<file path="config.mk">
export PLATFORM = sky130hd
export DESIGN_NAME = pc_io_top
export DESIGN_NICKNAME = d
export VERILOG_FILES = /design/src/rtl/pc_io_pkg.sv /design/src/rtl/io_decoder.sv /design/src/rtl/color_palette.sv /design/src/rtl/mem_map.sv /design/src/rtl/audio_dac.sv /design/src/rtl/pc_io_top.sv
export VERILOG_INCLUDE_DIRS = /design/src /design/src/rtl
export SDC_FILE = /design/constraint.sdc
export NUM_CORES = 1
export LEC_CHECK = 0
export BUFFER_PORTS_ARGS = -buffer_cell sky130_fd_sc_hd__buf_2
export CORE_MARGIN = 8
export CORE_UTILIZATION = 45
export DETAILED_ROUTE_END_ITERATION = 10
export PLACE_DENSITY = 0.81
export SLEW_MARGIN = 25
export SYNTH_ARGS = -nofsm -noshare
export SYNTH_HDL_FRONTEND = slang
export SYNTH_SLANG_ARGS = --single-unit
export TNS_END_PERCENT = 10
</file>
<file path="constraint.sdc">
create_clock -name clk -period 3 [get_ports clk]
set_input_delay 0.75 -clock clk [delete_from_list [all_inputs] [get_ports clk]]
set_output_delay 0.75 -clock clk [all_outputs]
set_load 0.05 [all_outputs]
</file>
<file path="src/rtl/pc_io_defs.svh">
// Field widths and port codes are fixed to the PC-8001 layout; changing a width needs RTL review
`ifndef PC_IO_DEFS_SVH
`define PC_IO_DEFS_SVH

// Palette and video
`define PAL_ENTRIES 8
`define COLOR_W     3       // bit 0 blue, bit 1 red, bit 2 green
`define VGA_W       4

// Audio
`define PSG_W       10
`define DAC_W       11
`define BEEP_LEVEL  128

// Full port addresses
`define PORT_SYS    8'h30
`define PORT_STAT   8'h40
`define PORT_SD     8'hFD

// Upper nibble only
`define PORT_PAL    4'h9
`define PORT_BANK   4'hE

// Bank register sub-addresses
`define BANK_OFF    4'h0
`define BANK_CFG    4'h2
`define BANK_SEL    4'h7

// Write data bit positions
`define MOTOR_BIT   3
`define BEEP_BIT    5
`define BANK_EN_BIT 0
`define BANK_WP_BIT 4

// Read data bases and the live bits patched into them
`define STAT_RD     8'h0E
`define VSYNC_BIT   5
`define SD_STAT_RD  8'hEF
`define SD_DAT_BIT  4

`endif

</file>
<file path="src/rtl/pc_io_pkg.sv">
// Types only; struct field order is the bit order seen at the pins, first field on top
`include "pc_io_defs.svh"

package pc_io_pkg;

	// One CPU I/O request, valid for the single cycle req is high
	typedef struct packed {
		logic       req;
		logic       wr;
		logic [7:0] addr;
		logic [7:0] wdata;
	} io_bus_t;

	typedef logic [`COLOR_W-1:0] color_t;
	typedef logic [$clog2(`PAL_ENTRIES)-1:0] pal_idx_t;

	typedef struct packed {
		logic     valid;
		pal_idx_t index;
		color_t   colour;
	} pal_wr_t;

	typedef struct packed {
		logic       en_ext_ram;
		logic       we_ext_ram;
		logic [3:0] sel_ram;    // One bit per 8 KB region below 8000h
	} bank_cfg_t;

	typedef enum logic [1:0] {
		SRC_RAM,
		SRC_BIOS,
		SRC_EXT,
		SRC_NONE    // Open bus, reads as FFh
	} mem_src_e;

	// CRTC dot attributes
	typedef struct packed {
		logic g;
		logic r;
		logic b;
		logic lumi;
		logic vsafe;    // Inside the visible area
		logic scanln;   // Odd line of a doubled scanline
	} dot_t;

	typedef struct packed {
		logic [`VGA_W-1:0] r;
		logic [`VGA_W-1:0] g;
		logic [`VGA_W-1:0] b;
	} rgb_t;

	typedef logic [`PSG_W-1:0] psg_sample_t;

endpackage

</file>
<file path="src/rtl/io_decoder.sv">
// Single-cycle requests with no back-pressure; the palette strobe is decoded straight from io
`timescale 1ns/10ps
`include "pc_io_defs.svh"

module io_decoder import pc_io_pkg::*; (
	input  logic       clk,
	input  logic       reset_n,
	input  io_bus_t    io,
	input  logic       vsync,
	input  logic       sd_dat,
	output logic [7:0] rdata,
	output logic       rd_valid,
	output pal_wr_t    pal_wr,
	output bank_cfg_t  bank,
	output logic       beep_gate,
	output logic       motor,
	output logic [7:0] sd_out
);

	localparam logic [7:0] SD_PORT = `PORT_SD;

	logic       wr_req;
	logic       rd_req;
	logic [3:0] hi;
	logic [3:0] lo;
	logic [7:0] rd_mux;

	assign wr_req = io.req & io.wr;
	assign rd_req = io.req & ~io.wr;
	assign hi = io.addr[7:4];
	assign lo = io.addr[3:0];

	// 98h-9Fh belonged to full-dot colour and fall through
	always_comb begin
		pal_wr.valid = wr_req && hi == `PORT_PAL && !lo[3];
		pal_wr.index = lo[2:0];
		pal_wr.colour = io.wdata[`COLOR_W-1:0];
	end

	// System, beep and SD latches
	always_ff @(posedge clk or negedge reset_n) begin
		if (!reset_n) begin
			motor <= 1'b0;
			beep_gate <= 1'b0;
			sd_out <= 8'h00;
		end else if (wr_req) begin
			if (io.addr == `PORT_SYS)
				motor <= io.wdata[`MOTOR_BIT];
			if (io.addr == `PORT_STAT)
				beep_gate <= io.wdata[`BEEP_BIT];
			if (io.addr == `PORT_SD)
				sd_out <= io.wdata;     // Bits 0-2 drive the card pins
		end
	end

	always_ff @(posedge clk or negedge reset_n) begin
		if (!reset_n) begin
			bank.en_ext_ram <= 1'b0;
			bank.we_ext_ram <= 1'b1;
			bank.sel_ram <= 4'hF;
		end else if (wr_req && hi == `PORT_BANK) begin
			case (lo)
				`BANK_OFF: bank.en_ext_ram <= 1'b0;
				`BANK_CFG: begin
					bank.en_ext_ram <= io.wdata[`BANK_EN_BIT];
					bank.we_ext_ram <= io.wdata[`BANK_WP_BIT];
				end
				`BANK_SEL: bank.sel_ram <= io.wdata[7:4];
				default: ;
			endcase
		end
	end

	// Read mux, only 40h and Fxh are live
	always_comb begin
		if (io.addr == `PORT_STAT) begin
			rd_mux = `STAT_RD;
			rd_mux[`VSYNC_BIT] = vsync;
		end else if (io.addr == `PORT_SD) begin
			rd_mux = sd_out;
		end else if (hi == SD_PORT[7:4]) begin
			rd_mux = `SD_STAT_RD;
			rd_mux[`SD_DAT_BIT] = sd_dat;     // Card busy / data line
		end else begin
			rd_mux = 8'hFF;
		end
	end

	always_ff @(posedge clk or negedge reset_n) begin
		if (!reset_n)
			rd_valid <= 1'b0;
		else
			rd_valid <= rd_req;
	end

	always_ff @(posedge clk) begin
		if (rd_req)
			rdata <= rd_mux;
	end

endmodule

</file>
<file path="src/rtl/color_palette.sv">
// vga lags dot by one clock; a palette write shows from the dot sampled one edge after it
`timescale 1ns/10ps
`include "pc_io_defs.svh"

module color_palette import pc_io_pkg::*; (
	input  logic    clk,
	input  logic    reset_n,
	input  pal_wr_t pal_wr,
	input  dot_t    dot,
	input  logic    scanline_en,
	input  logic    green_mode,
	output rgb_t    vga
);

	color_t pal [`PAL_ENTRIES];
	color_t fg;
	color_t bg;
	logic   dim;
	logic   any_dot;
	rgb_t   vga_next;

	// One colour channel from palette bits
	function automatic logic [`VGA_W-1:0] chan(
		input logic fg_bit,
		input logic bg_bit,
		input logic lumi,
		input logic vsafe,
		input logic half
	);
		logic [`VGA_W-1:0] lvl;
		lvl = {`VGA_W{lumi ? fg_bit : bg_bit}};
		if (!vsafe)
			lvl = '0;
		else if (half)
			lvl = lvl >> 1;
		return lvl;
	endfunction

	assign fg = pal[{dot.g, dot.r, dot.b}];
	assign bg = pal[0];    // Entry 0 doubles as background
	assign dim = dot.scanln & scanline_en;
	assign any_dot = dot.g | dot.r | dot.b;

	always_comb begin
		if (green_mode) begin
			vga_next.r = '0;
			vga_next.b = '0;
			if (dot.vsafe && dot.lumi && any_dot)
				vga_next.g = dim ? {1'b0, dot.g, dot.r, dot.b} : {dot.g, dot.r, dot.b, 1'b1};
			else
				vga_next.g = `VGA_W'(1);     // Faint phosphor glow
		end else begin
			vga_next.r = chan(fg[1], bg[1], dot.lumi, dot.vsafe, dim);
			vga_next.g = chan(fg[2], bg[2], dot.lumi, dot.vsafe, dim);
			vga_next.b = chan(fg[0], bg[0], dot.lumi, dot.vsafe, dim);
		end
	end

	// Identity palette out of reset
	always_ff @(posedge clk or negedge reset_n) begin
		if (!reset_n) begin
			for (int i = 0; i < `PAL_ENTRIES; i++)
				pal[i] <= color_t'(i);
		end else if (pal_wr.valid) begin
			pal[pal_wr.index] <= pal_wr.colour;
		end
	end

	always_ff @(posedge clk or negedge reset_n) begin
		if (!reset_n)
			vga <= '0;
		else
			vga <= vga_next;
	end

endmodule

</file>
<file path="src/rtl/mem_map.sv">
// Purely combinational; the memories themselves and their read data are outside this block
`timescale 1ns/10ps

module mem_map import pc_io_pkg::*; (
	input  bank_cfg_t   bank,
	input  logic        ext_rom_en,
	input  logic [15:0] mem_addr,
	input  logic        mem_wr,
	output mem_src_e    mem_src,
	output logic        ram_we
);

	logic [2:0] region;
	logic       ram_sel;

	assign region = mem_addr[15:13];    // 8 KB regions

	// Only meaningful for regions 0-3
	assign ram_sel = bank.en_ext_ram & bank.sel_ram[region[1:0]];

	always_comb begin
		case (region)
			3'd0, 3'd1, 3'd2: begin
				mem_src = ram_sel ? SRC_RAM : SRC_BIOS;
			end
			3'd3: begin
				// 6000h-7FFFh holds the optional extension ROM
				if (ram_sel)
					mem_src = SRC_RAM;
				else if (ext_rom_en)
					mem_src = SRC_EXT;
				else
					mem_src = SRC_NONE;
			end
			default: mem_src = SRC_RAM;     // Upper 32 KB is always RAM
		endcase
	end

	// Lower half is write protected unless we_ext_ram
	assign ram_we = mem_wr & (mem_addr[15] | bank.we_ext_ram);

endmodule

</file>
<file path="src/rtl/audio_dac.sv">
// The mix wraps past 7FFh when both samples are near full scale with the beep on
`timescale 1ns/10ps
`include "pc_io_defs.svh"

module audio_dac import pc_io_pkg::*; (
	input  logic        clk,
	input  logic        reset_n,
	input  psg_sample_t psg_a,
	input  psg_sample_t psg_b,
	input  logic        beep_gate,
	input  logic        tone,
	output logic        beep_out,
	output logic        dac_out
);

	logic [`DAC_W-1:0] level;
	logic [`DAC_W-1:0] acc;
	logic [`DAC_W:0]   sum;

	assign beep_out = beep_gate & tone;     // Gated square wave, also to the speaker pin

	// Mixer
	assign level = `DAC_W'(psg_a) + `DAC_W'(psg_b) +
		(beep_out ? `DAC_W'(`BEEP_LEVEL) : `DAC_W'(0));

	// First-order loop, carry out is the pulse density
	assign sum = {1'b0, level} + {1'b0, acc};

	always_ff @(posedge clk or negedge reset_n) begin
		if (!reset_n) begin
			acc <= '0;
			dac_out <= 1'b0;
		end else begin
			acc <= sum[`DAC_W-1:0];
			dac_out <= sum[`DAC_W];
		end
	end

endmodule

</file>
<file path="src/rtl/pc_io_top.sv">
// No registers here, so pin timing equals the submodule timing; reset_n is used unstretched
`timescale 1ns/10ps

module pc_io_top import pc_io_pkg::*; (
	input  logic        clk,
	input  logic        reset_n,
	input  io_bus_t     io,
	input  logic        vsync,
	input  logic        sd_dat,
	output logic [7:0]  rdata,
	output logic        rd_valid,
	input  dot_t        dot,
	input  logic        scanline_en,
	input  logic        green_mode,
	output rgb_t        vga,
	input  logic        ext_rom_en,
	input  logic [15:0] mem_addr,
	input  logic        mem_wr,
	output mem_src_e    mem_src,
	output logic        ram_we,
	input  psg_sample_t psg_a,
	input  psg_sample_t psg_b,
	input  logic        tone,
	output logic        dac_out,
	output logic        motor_out,
	output logic        beep_out,
	output logic        sd_clk,
	output logic        sd_cmd,
	output logic        sd_res
);

	pal_wr_t    pal_wr;
	bank_cfg_t  bank;
	logic       beep_gate;
	logic [7:0] sd_out;

	io_decoder u_io_decoder (
		.clk       (clk),
		.reset_n   (reset_n),
		.io        (io),
		.vsync     (vsync),
		.sd_dat    (sd_dat),
		.rdata     (rdata),
		.rd_valid  (rd_valid),
		.pal_wr    (pal_wr),
		.bank      (bank),
		.beep_gate (beep_gate),
		.motor     (motor_out),
		.sd_out    (sd_out)
	);

	color_palette u_color_palette (
		.clk         (clk),
		.reset_n     (reset_n),
		.pal_wr      (pal_wr),
		.dot         (dot),
		.scanline_en (scanline_en),
		.green_mode  (green_mode),
		.vga         (vga)
	);

	mem_map u_mem_map (
		.bank       (bank),
		.ext_rom_en (ext_rom_en),
		.mem_addr   (mem_addr),
		.mem_wr     (mem_wr),
		.mem_src    (mem_src),
		.ram_we     (ram_we)
	);

	audio_dac u_audio_dac (
		.clk       (clk),
		.reset_n   (reset_n),
		.psg_a     (psg_a),
		.psg_b     (psg_b),
		.beep_gate (beep_gate),
		.tone      (tone),
		.beep_out  (beep_out),
		.dac_out   (dac_out)
	);

	// SD card pins from the FDh latch
	assign sd_clk = sd_out[0];
	assign sd_cmd = sd_out[1];
	assign sd_res = sd_out[2];

endmodule

</file>
==> results.md, run 1 <==
- Post-synthesis mux area share: 14.81%
- Detail Route Antenna Nets: 0
- # H-tree levels: 3
- Die width: roughly 110 um
- Max Cap Viol: 0
- CTS tree: built
- Sequential area share after synthesis: between 40% and 50%
- CP max FO: 5
- Arr. time, crit path: 3.47 ns
- Total CTS buffers: 9
- I/O Pins: slightly below 100
- DP Area: 4798 um2
- XOR/XNOR Fraction of Synth Area: ~3.7%
- Post-synth EDFFs: 8
- Clock sinks: between 60 and 70
- Top cell type's share of synthesized area: about 28%
- Post-Synthesis Cell Area: a little under 4000 um2
- Minimum clock period: between 3 and 4 ns
- Initial DRC Count: approximately 120
- Warnings from Yosys: 0
- 1st-pass router iterations: 4
- Share of cells above drive strength 1: approximately 52%
- Yosys reg bits: 69
- Hold Path Class: input port to async pin
- Failing checks: negative setup slack
- Largest family of logic cells by synthesized area: multiplexers
- Worst Setup Start Kind: input port
- Status: complete, but fails checks
- Setup TNS: -0.2268 ns
- F_max: approximately 310 MHz
- Hold-fix buffers at CTS: 0
- Cell with the most instances after synthesis: dfrtp_1
- Root Buffer Master: clkbuf_8
- GRT Util Overall: roughly 17%
- Synth Area in Adders: approximately 11%
- Vias: 3,118
- Power density cells: 689.1 nW/um2
- Vias in the first global route: around 3,400
- RR Startpoint: u_io_decoder.beep_gate
- Distinct cells, synth: 58
- Avg Synthesized Cell Area: 11.58 um2
- Synth area leader: dfrtp_1
- Asr flop ratio synth: 88.41%
- Worst EP required: around 3.3 ns
- Pin count of the biggest net entering global routing: 33
- Layout net count: about 560
- WHS: 0.4241 ns
- Final max-slew violation count: 0
- Wire length of the first global-routing pass: 15,840 um
- Pre-CTS WS: -0.6093 ns
- Finish-stage setup viols: 3
- Clk_skew: around 0.014 ns
- Overall die height: between 100 and 150 um
- Ant diodes: 0
- Synth Net Count: ~450
- Simple-gate share of the synthesized area: between 10% and 20%
- CP Class: input port to register
- Top FF cell, synth: dfrtp_1
- Initial antenna violation count: 1
- Routed WL: roughly 10,000 um
- Vias per cell: approximately 5.4
- Fillers: between 600 and 700
- Worst relative slew slack: between 40% and 50%
- Setup crit end kind: register
- Syn Inst Count: 343
- Core Rows: 34
- Gpl congestion: about 0.86
- Synth-to-layout area growth: 32.42%
- RSZ-0062 raised after global routing: yes
- Die area: 12,090 um2
- Worst-path clk slew: 0.09 ns
- Worst-Margin Slew: 0.7594 ns
- Fin worst setup slack: -0.1966 ns
- Initial Utilization: between 40% and 50%
- Synth Area in Compound Gates: roughly a tenth
- Clock insertion delay at the later pin of the skew report: about 0.36 ns
- Crit share post-route: 106.6%
- Global route total overflow: 0
- Avg WL per Cell: roughly 18 um
- Core box area: roughly 8600 um2
- Final hold violations: 0
- DP HPWL: around 7300 um
- RR Endpoint: u_audio_dac.acc[10]
- Clock buffer depth: 2
- Top post-synthesis cells by area: dfrtp_1, dfstp_2, mux2_2
- Residual DRC: 0
- R2R cell count: 12
- IR drop worst, VDD: about 0.48 mV
- Count of input and output buffers: 85
- Final Instance Area: roughly 5300 um2
- Synth top cells by count: dfrtp_1, mux2_2, ha_1
- Worst R2R Setup Slack: -0.10 ns
- Leak pwr: around 2.5 nW
## critical path, cell delays in order
cell and delay (ns):
buf_6 0.07, inv_2 0.03, fa_1 0.54, inv_2 0.06, ha_4 0.26, a21oi_4 0.16, o21ai_4 0.08, xnor2_2 0.28
ha_4 0.27, nor2b_1 0.13, or4_4 0.51, a21oi_2 0.17, xnor2_1 0.15
## cells by family after synthesis
family	Yosys count
compound gates	59
simple gates	84
buf+inv	30
fa+ha+maj	34
xor+xnor	17
flops	69
mux	50
## per-stage QoR
step / cells / power (mW) / util [%]
finish: 574 / 3.624 / 60.90
CTS: 572 / 3.503 / 59.23
detailed placement: 556 / 2.500 / 55.56
global placement: 556 / 2.413 / 55.56
floorplan: 343 / 2.051 / -
global route: 574 / 3.835 / 60.90
## placed cells by master, fill, tap and decap left out, drive strengths merged, types with 7 or more instances in the layout
master,n
a21oi,14
buf,121
clkbuf,9
dfrtp,44
dfstp,17
edfxtp,8
ha,31
inv,20
mux2,40
mux2i,7
nand2,19
nand2b,7
nor2,19
o21ai,10
xnor2,14
## power by group
part | switching [mW] | internal (mW)
clock network | 0.404 | 0.480
logic | 0.835 | 0.773
registers | 0.0575 | 1.07
total | 1.30 | 2.33
## how the worst max path moves through the flow
stage	start	endpoint	slack [ns]	cells after the start
6_report	psg_a[7]	u_audio_dac.acc[10]	-0.20	13
5_1_grt	tone	u_audio_dac.acc[10]	-0.25	14
4_1_cts	psg_a[2]	u_audio_dac.acc[10]	-0.13	14
3_3_place_gp	psg_b[1]	u_audio_dac.acc[10]	-0.54	16
2_1_floorplan	psg_b[1]	u_audio_dac.acc[10]	-0.38	16
3_5_place_dp	psg_a[1]	u_audio_dac.acc[10]	-0.61	16
## sequential cells by signal, summed over array words and instances, names as in the netlist
name,count
u_io_decoder.sd_out,8
u_io_decoder.bank,6
u_io_decoder.beep_gate,1
u_io_decoder.rdata,8
u_color_palette.vga,8
u_io_decoder.rd_valid,1
u_audio_dac.acc,11
u_color_palette.bg,3
u_io_decoder.motor,1
u_audio_dac.dac_out,1
u_color_palette.pal,21
## metal layers
metal  part of all wire [%]  vias to the layer above  GRT usage [%]
met4                    3.1                        2          7.425
met3                    6.9                       31          4.279
met5                  0.089                        -              0
li1                       -                     1473              -
met1                     37                     1523          17.43
met2                     53                       89          30.86
## cell type report
class	count	area (um2)	area share [%]
Clock buffer	9	123.9	2.355
Clock inverter	7	102.6	1.951
Inverter	16	60.06	1.142
Timing Repair Buffer	121	726.9	13.82
Tap cell	108	135.1	2.570
Sequential cell	69	1788	34.00
Multi-Input combinational cell	244	2322	44.16
## timing repair
item | CTS | global route
setup endpoints to repair | 5 | 4
cloned | 0 | 0
hold endpoints to repair | 0 | 0
resized for setup | 18 | 22
pin swaps | 6 | 14
setup buffers | 0 | 2
Power figures use the tool's default switching activity.
==> run 2, diff against run 1 <==
- CTS_CLUSTER_DIAMETER: default -> 200
- clock period: 3 -> 2.7 ns (I/O delays scaled with it)
==> run 2 against run 1 <==
The run still ends with negative setup slack left. Combinational power up 9%. Register-to-register slack worse by 0.21 ns. Worst hold slack worse by 0.11 ns. Cell count rose by 0.35%. Clock skew fell by 0.0061 ns. Clock-buffer cell count up 1. Utilization shrank 0.88 points. Sequential share of layout area is 0.50 points higher. Non-clock buffer count increased by 2. Critical endpoint unchanged.
==> results.md, run 2 (same netlist as run 1, synthesis figures left out) <==
- DP HPWL: 7061 um (-3.9%)
- Detail Route Antenna Nets: 0 (unchanged)
- Final hold violations: 0 (unchanged)
- Regs by FF count: u_color_palette.pal (21), u_audio_dac.acc (11)
- Wire length of the first global-routing pass: 15,120 um (-4.6%)
- Worst-Margin Slew: 0.7784 ns (+0.01907 ns)
- Avg WL per Cell: 15.90 um (-10%)
- Pre-CTS WS: -0.8395 ns (-0.2301 ns)
- Count of input and output buffers: 85 (unchanged)
- Worst-path clk slew: 0.08 ns (about the same)
- Fin worst setup slack: -0.3638 ns (-0.1672 ns)
- Initial DRC Count: 62 (-50%)
- Clock insertion delay at the later pin of the skew report: 0.34 ns (-0.02 ns)
- Global route total overflow: 0 (unchanged)
- CP max FO: 5 (unchanged)
- Failing checks: negative setup slack
- Max FFs per register: 21 (unchanged)
- Initial antenna violation count: 1 (unchanged)
- Core Rows: 34 (unchanged)
- Leak pwr: 2.495 nW (-0.79%)
- Worst relative slew slack: 48.00% (-1.3 points)
- Overall die height: 109.9 um (unchanged)
- Power density cells: 738.9 nW/um2 (+7.2%)
- Finish-stage setup viols: 5 (+2)
- Clk_skew: 0.008252 ns (-0.006143 ns)
- Core box area: 8636 um2 (unchanged)
- Synth-to-layout area growth: 30.50%
- WHS: 0.3112 ns (-0.1129 ns)
- Residual DRC: 0 (unchanged)
- Routed WL: 9158 um (-9.9%)
- Total CTS buffers: 9 (unchanged)
- Pin count of the biggest net entering global routing: 40 (+21%)
- Crit path largest cell delay: 0.52 ns (-0.02 ns)
- Crit share post-route: 113.5%
- Die width: 109.9 um (unchanged)
- CTS tree: built
- Clock buffer depth: 2 (unchanged)
- Root Buffer Master: clkbuf_8
- Setup crit end kind: register
- Gpl congestion: 0.8458 (-1.2%)
- RR Startpoint: u_io_decoder.beep_gate
- Max Cap Viol: 0 (unchanged)
- Arr. time, crit path: 3.33 ns (-0.14 ns)
- Vias per cell: 5.356 (-1.4%)
- Worst EP required: 2.96 ns (-0.31 ns)
- Vias: 3,085 (-1.1%)
- IR drop worst, VDD: 0.6764 mV (+41%)
- Ant diodes: 0 (unchanged)
- Layout net count: 566 (+0.35%)
- Worst Setup Start Kind: input port
- 1st-pass router iterations: 8 (+4)
- Commonest non-fill, non-tap cell in the layout: buf_2
- Vias in the first global route: 3,282 (-2.7%)
- CP cell instances: buf_2, ha_4, ha_4, inv_2, fa_2, inv_2, a21oi_2, o22ai_2, nor2_2, xnor2_1, ha_1, nand4_1, o21ai_1, or4_1, a21oi_2, xnor2_1
- Critical path launch point: psg_a[1]
- # H-tree levels: 3 (unchanged)
- DP Area: 4783 um2 (-0.31%)
- Hold Path Class: input port to async pin
- Clock sinks: 69 (unchanged)
- Minimum clock period: a little over 3 ns
- Crit-path slowest cell: or4_1
- Die area: 12,090 um2 (unchanged)
- Share of cells above drive strength 1: 50.85% (-1.5 points)
- Final max-slew violation count: 0 (unchanged)
- F_max: 326.4 MHz
- Final Instance Area: 5182 um2 (-1.5%)
- CP Class: input port to register
- I/O Pins: 99 (unchanged)
- GRT Util Overall: 15.81% (-0.93 points)
- Initial Utilization: 45.99% (unchanged)
- Status: complete, but fails checks
- Final core utilization: 60.01% (-0.88 points)
- RSZ-0062 raised after global routing: yes
- Most frequent cells in the layout: buf_2, dfrtp_1, mux2_2
- Largest Register: u_color_palette.pal
## run 2: cell types whose count changed in the layout (fill, tap and decap cells not counted), sizes merged
cell and change:
clkinv +2, clkbuf +1, bufinv -1, clkinvlp +1, inv -3, buf +2
## run 2: worst max-delay path, delay by kind of cell
kind | cells | cell delay (ns)
XOR/XNOR | 2 | 0.25
adder cells (fa/ha/maj) | 4 | 1.10
buffers and inverters | 3 | 0.21
AND/OR/NAND/NOR | 3 | 0.71
AO/OA/AOI/OAI | 4 | 0.40
## run 2: final cells by class
cell class                 instances  area, um2
sequential                        69       1788
clock inverter                     6      63.81
fill                             682       3453
tap                              108      135.1
multi-input combinational        244       2278
inverter                          16      60.06
timing repair buffer             123      729.5
clock buffer                      10      127.6
## run 2: final timing paths
path	end	slack (ns)	cells after the start
min	u_color_palette.vga[11]	0.31	1
max	u_audio_dac.acc[10]	-0.36	16
min reg2reg	u_audio_dac.acc[0]	0.49	1
min in group clk	u_audio_dac.acc[0]	0.49	1
max reg2reg	u_audio_dac.acc[10]	-0.31	13
max in group asynchronous	u_color_palette.pal[6]	1.73	2
## run 2: power breakdown
group	switching, mW	internal (mW)	total (mW)
Clock	0.390	0.426	0.816
Sequential	0.0654	1.19	1.26
Combinational	0.868	0.885	1.75
## run 2: stage by stage
step	TNS [ns]	std cells	power, mW
final	-1.026	576	3.829
after detailed placement	-4.350	554	2.784
after CTS	-0.9974	575	3.792
after floorplan	-2.253	343	2.279
after global routing	-1.471	576	4.067
after global placement	-3.992	554	2.706
## run 2: routing by layer
metal	vias up	share of wire, %	track usage, %
li1	1478	-	-
met1	1504	40	17.02
met2	86	51	28.38
met3	15	6.8	4.455
met4	2	1.8	6.557
met5	-	0.14	0
## run 2: repair_timing
| item | 4_1_cts | 5_1_grt |
|---|---|---|
| resized for setup | 26 | 4 |
| pin swaps | 21 | 9 |
| hold buffers | 0 | 0 |
| setup endpoints to repair | 6 | 6 |
| setup buffers | 5 | 1 |
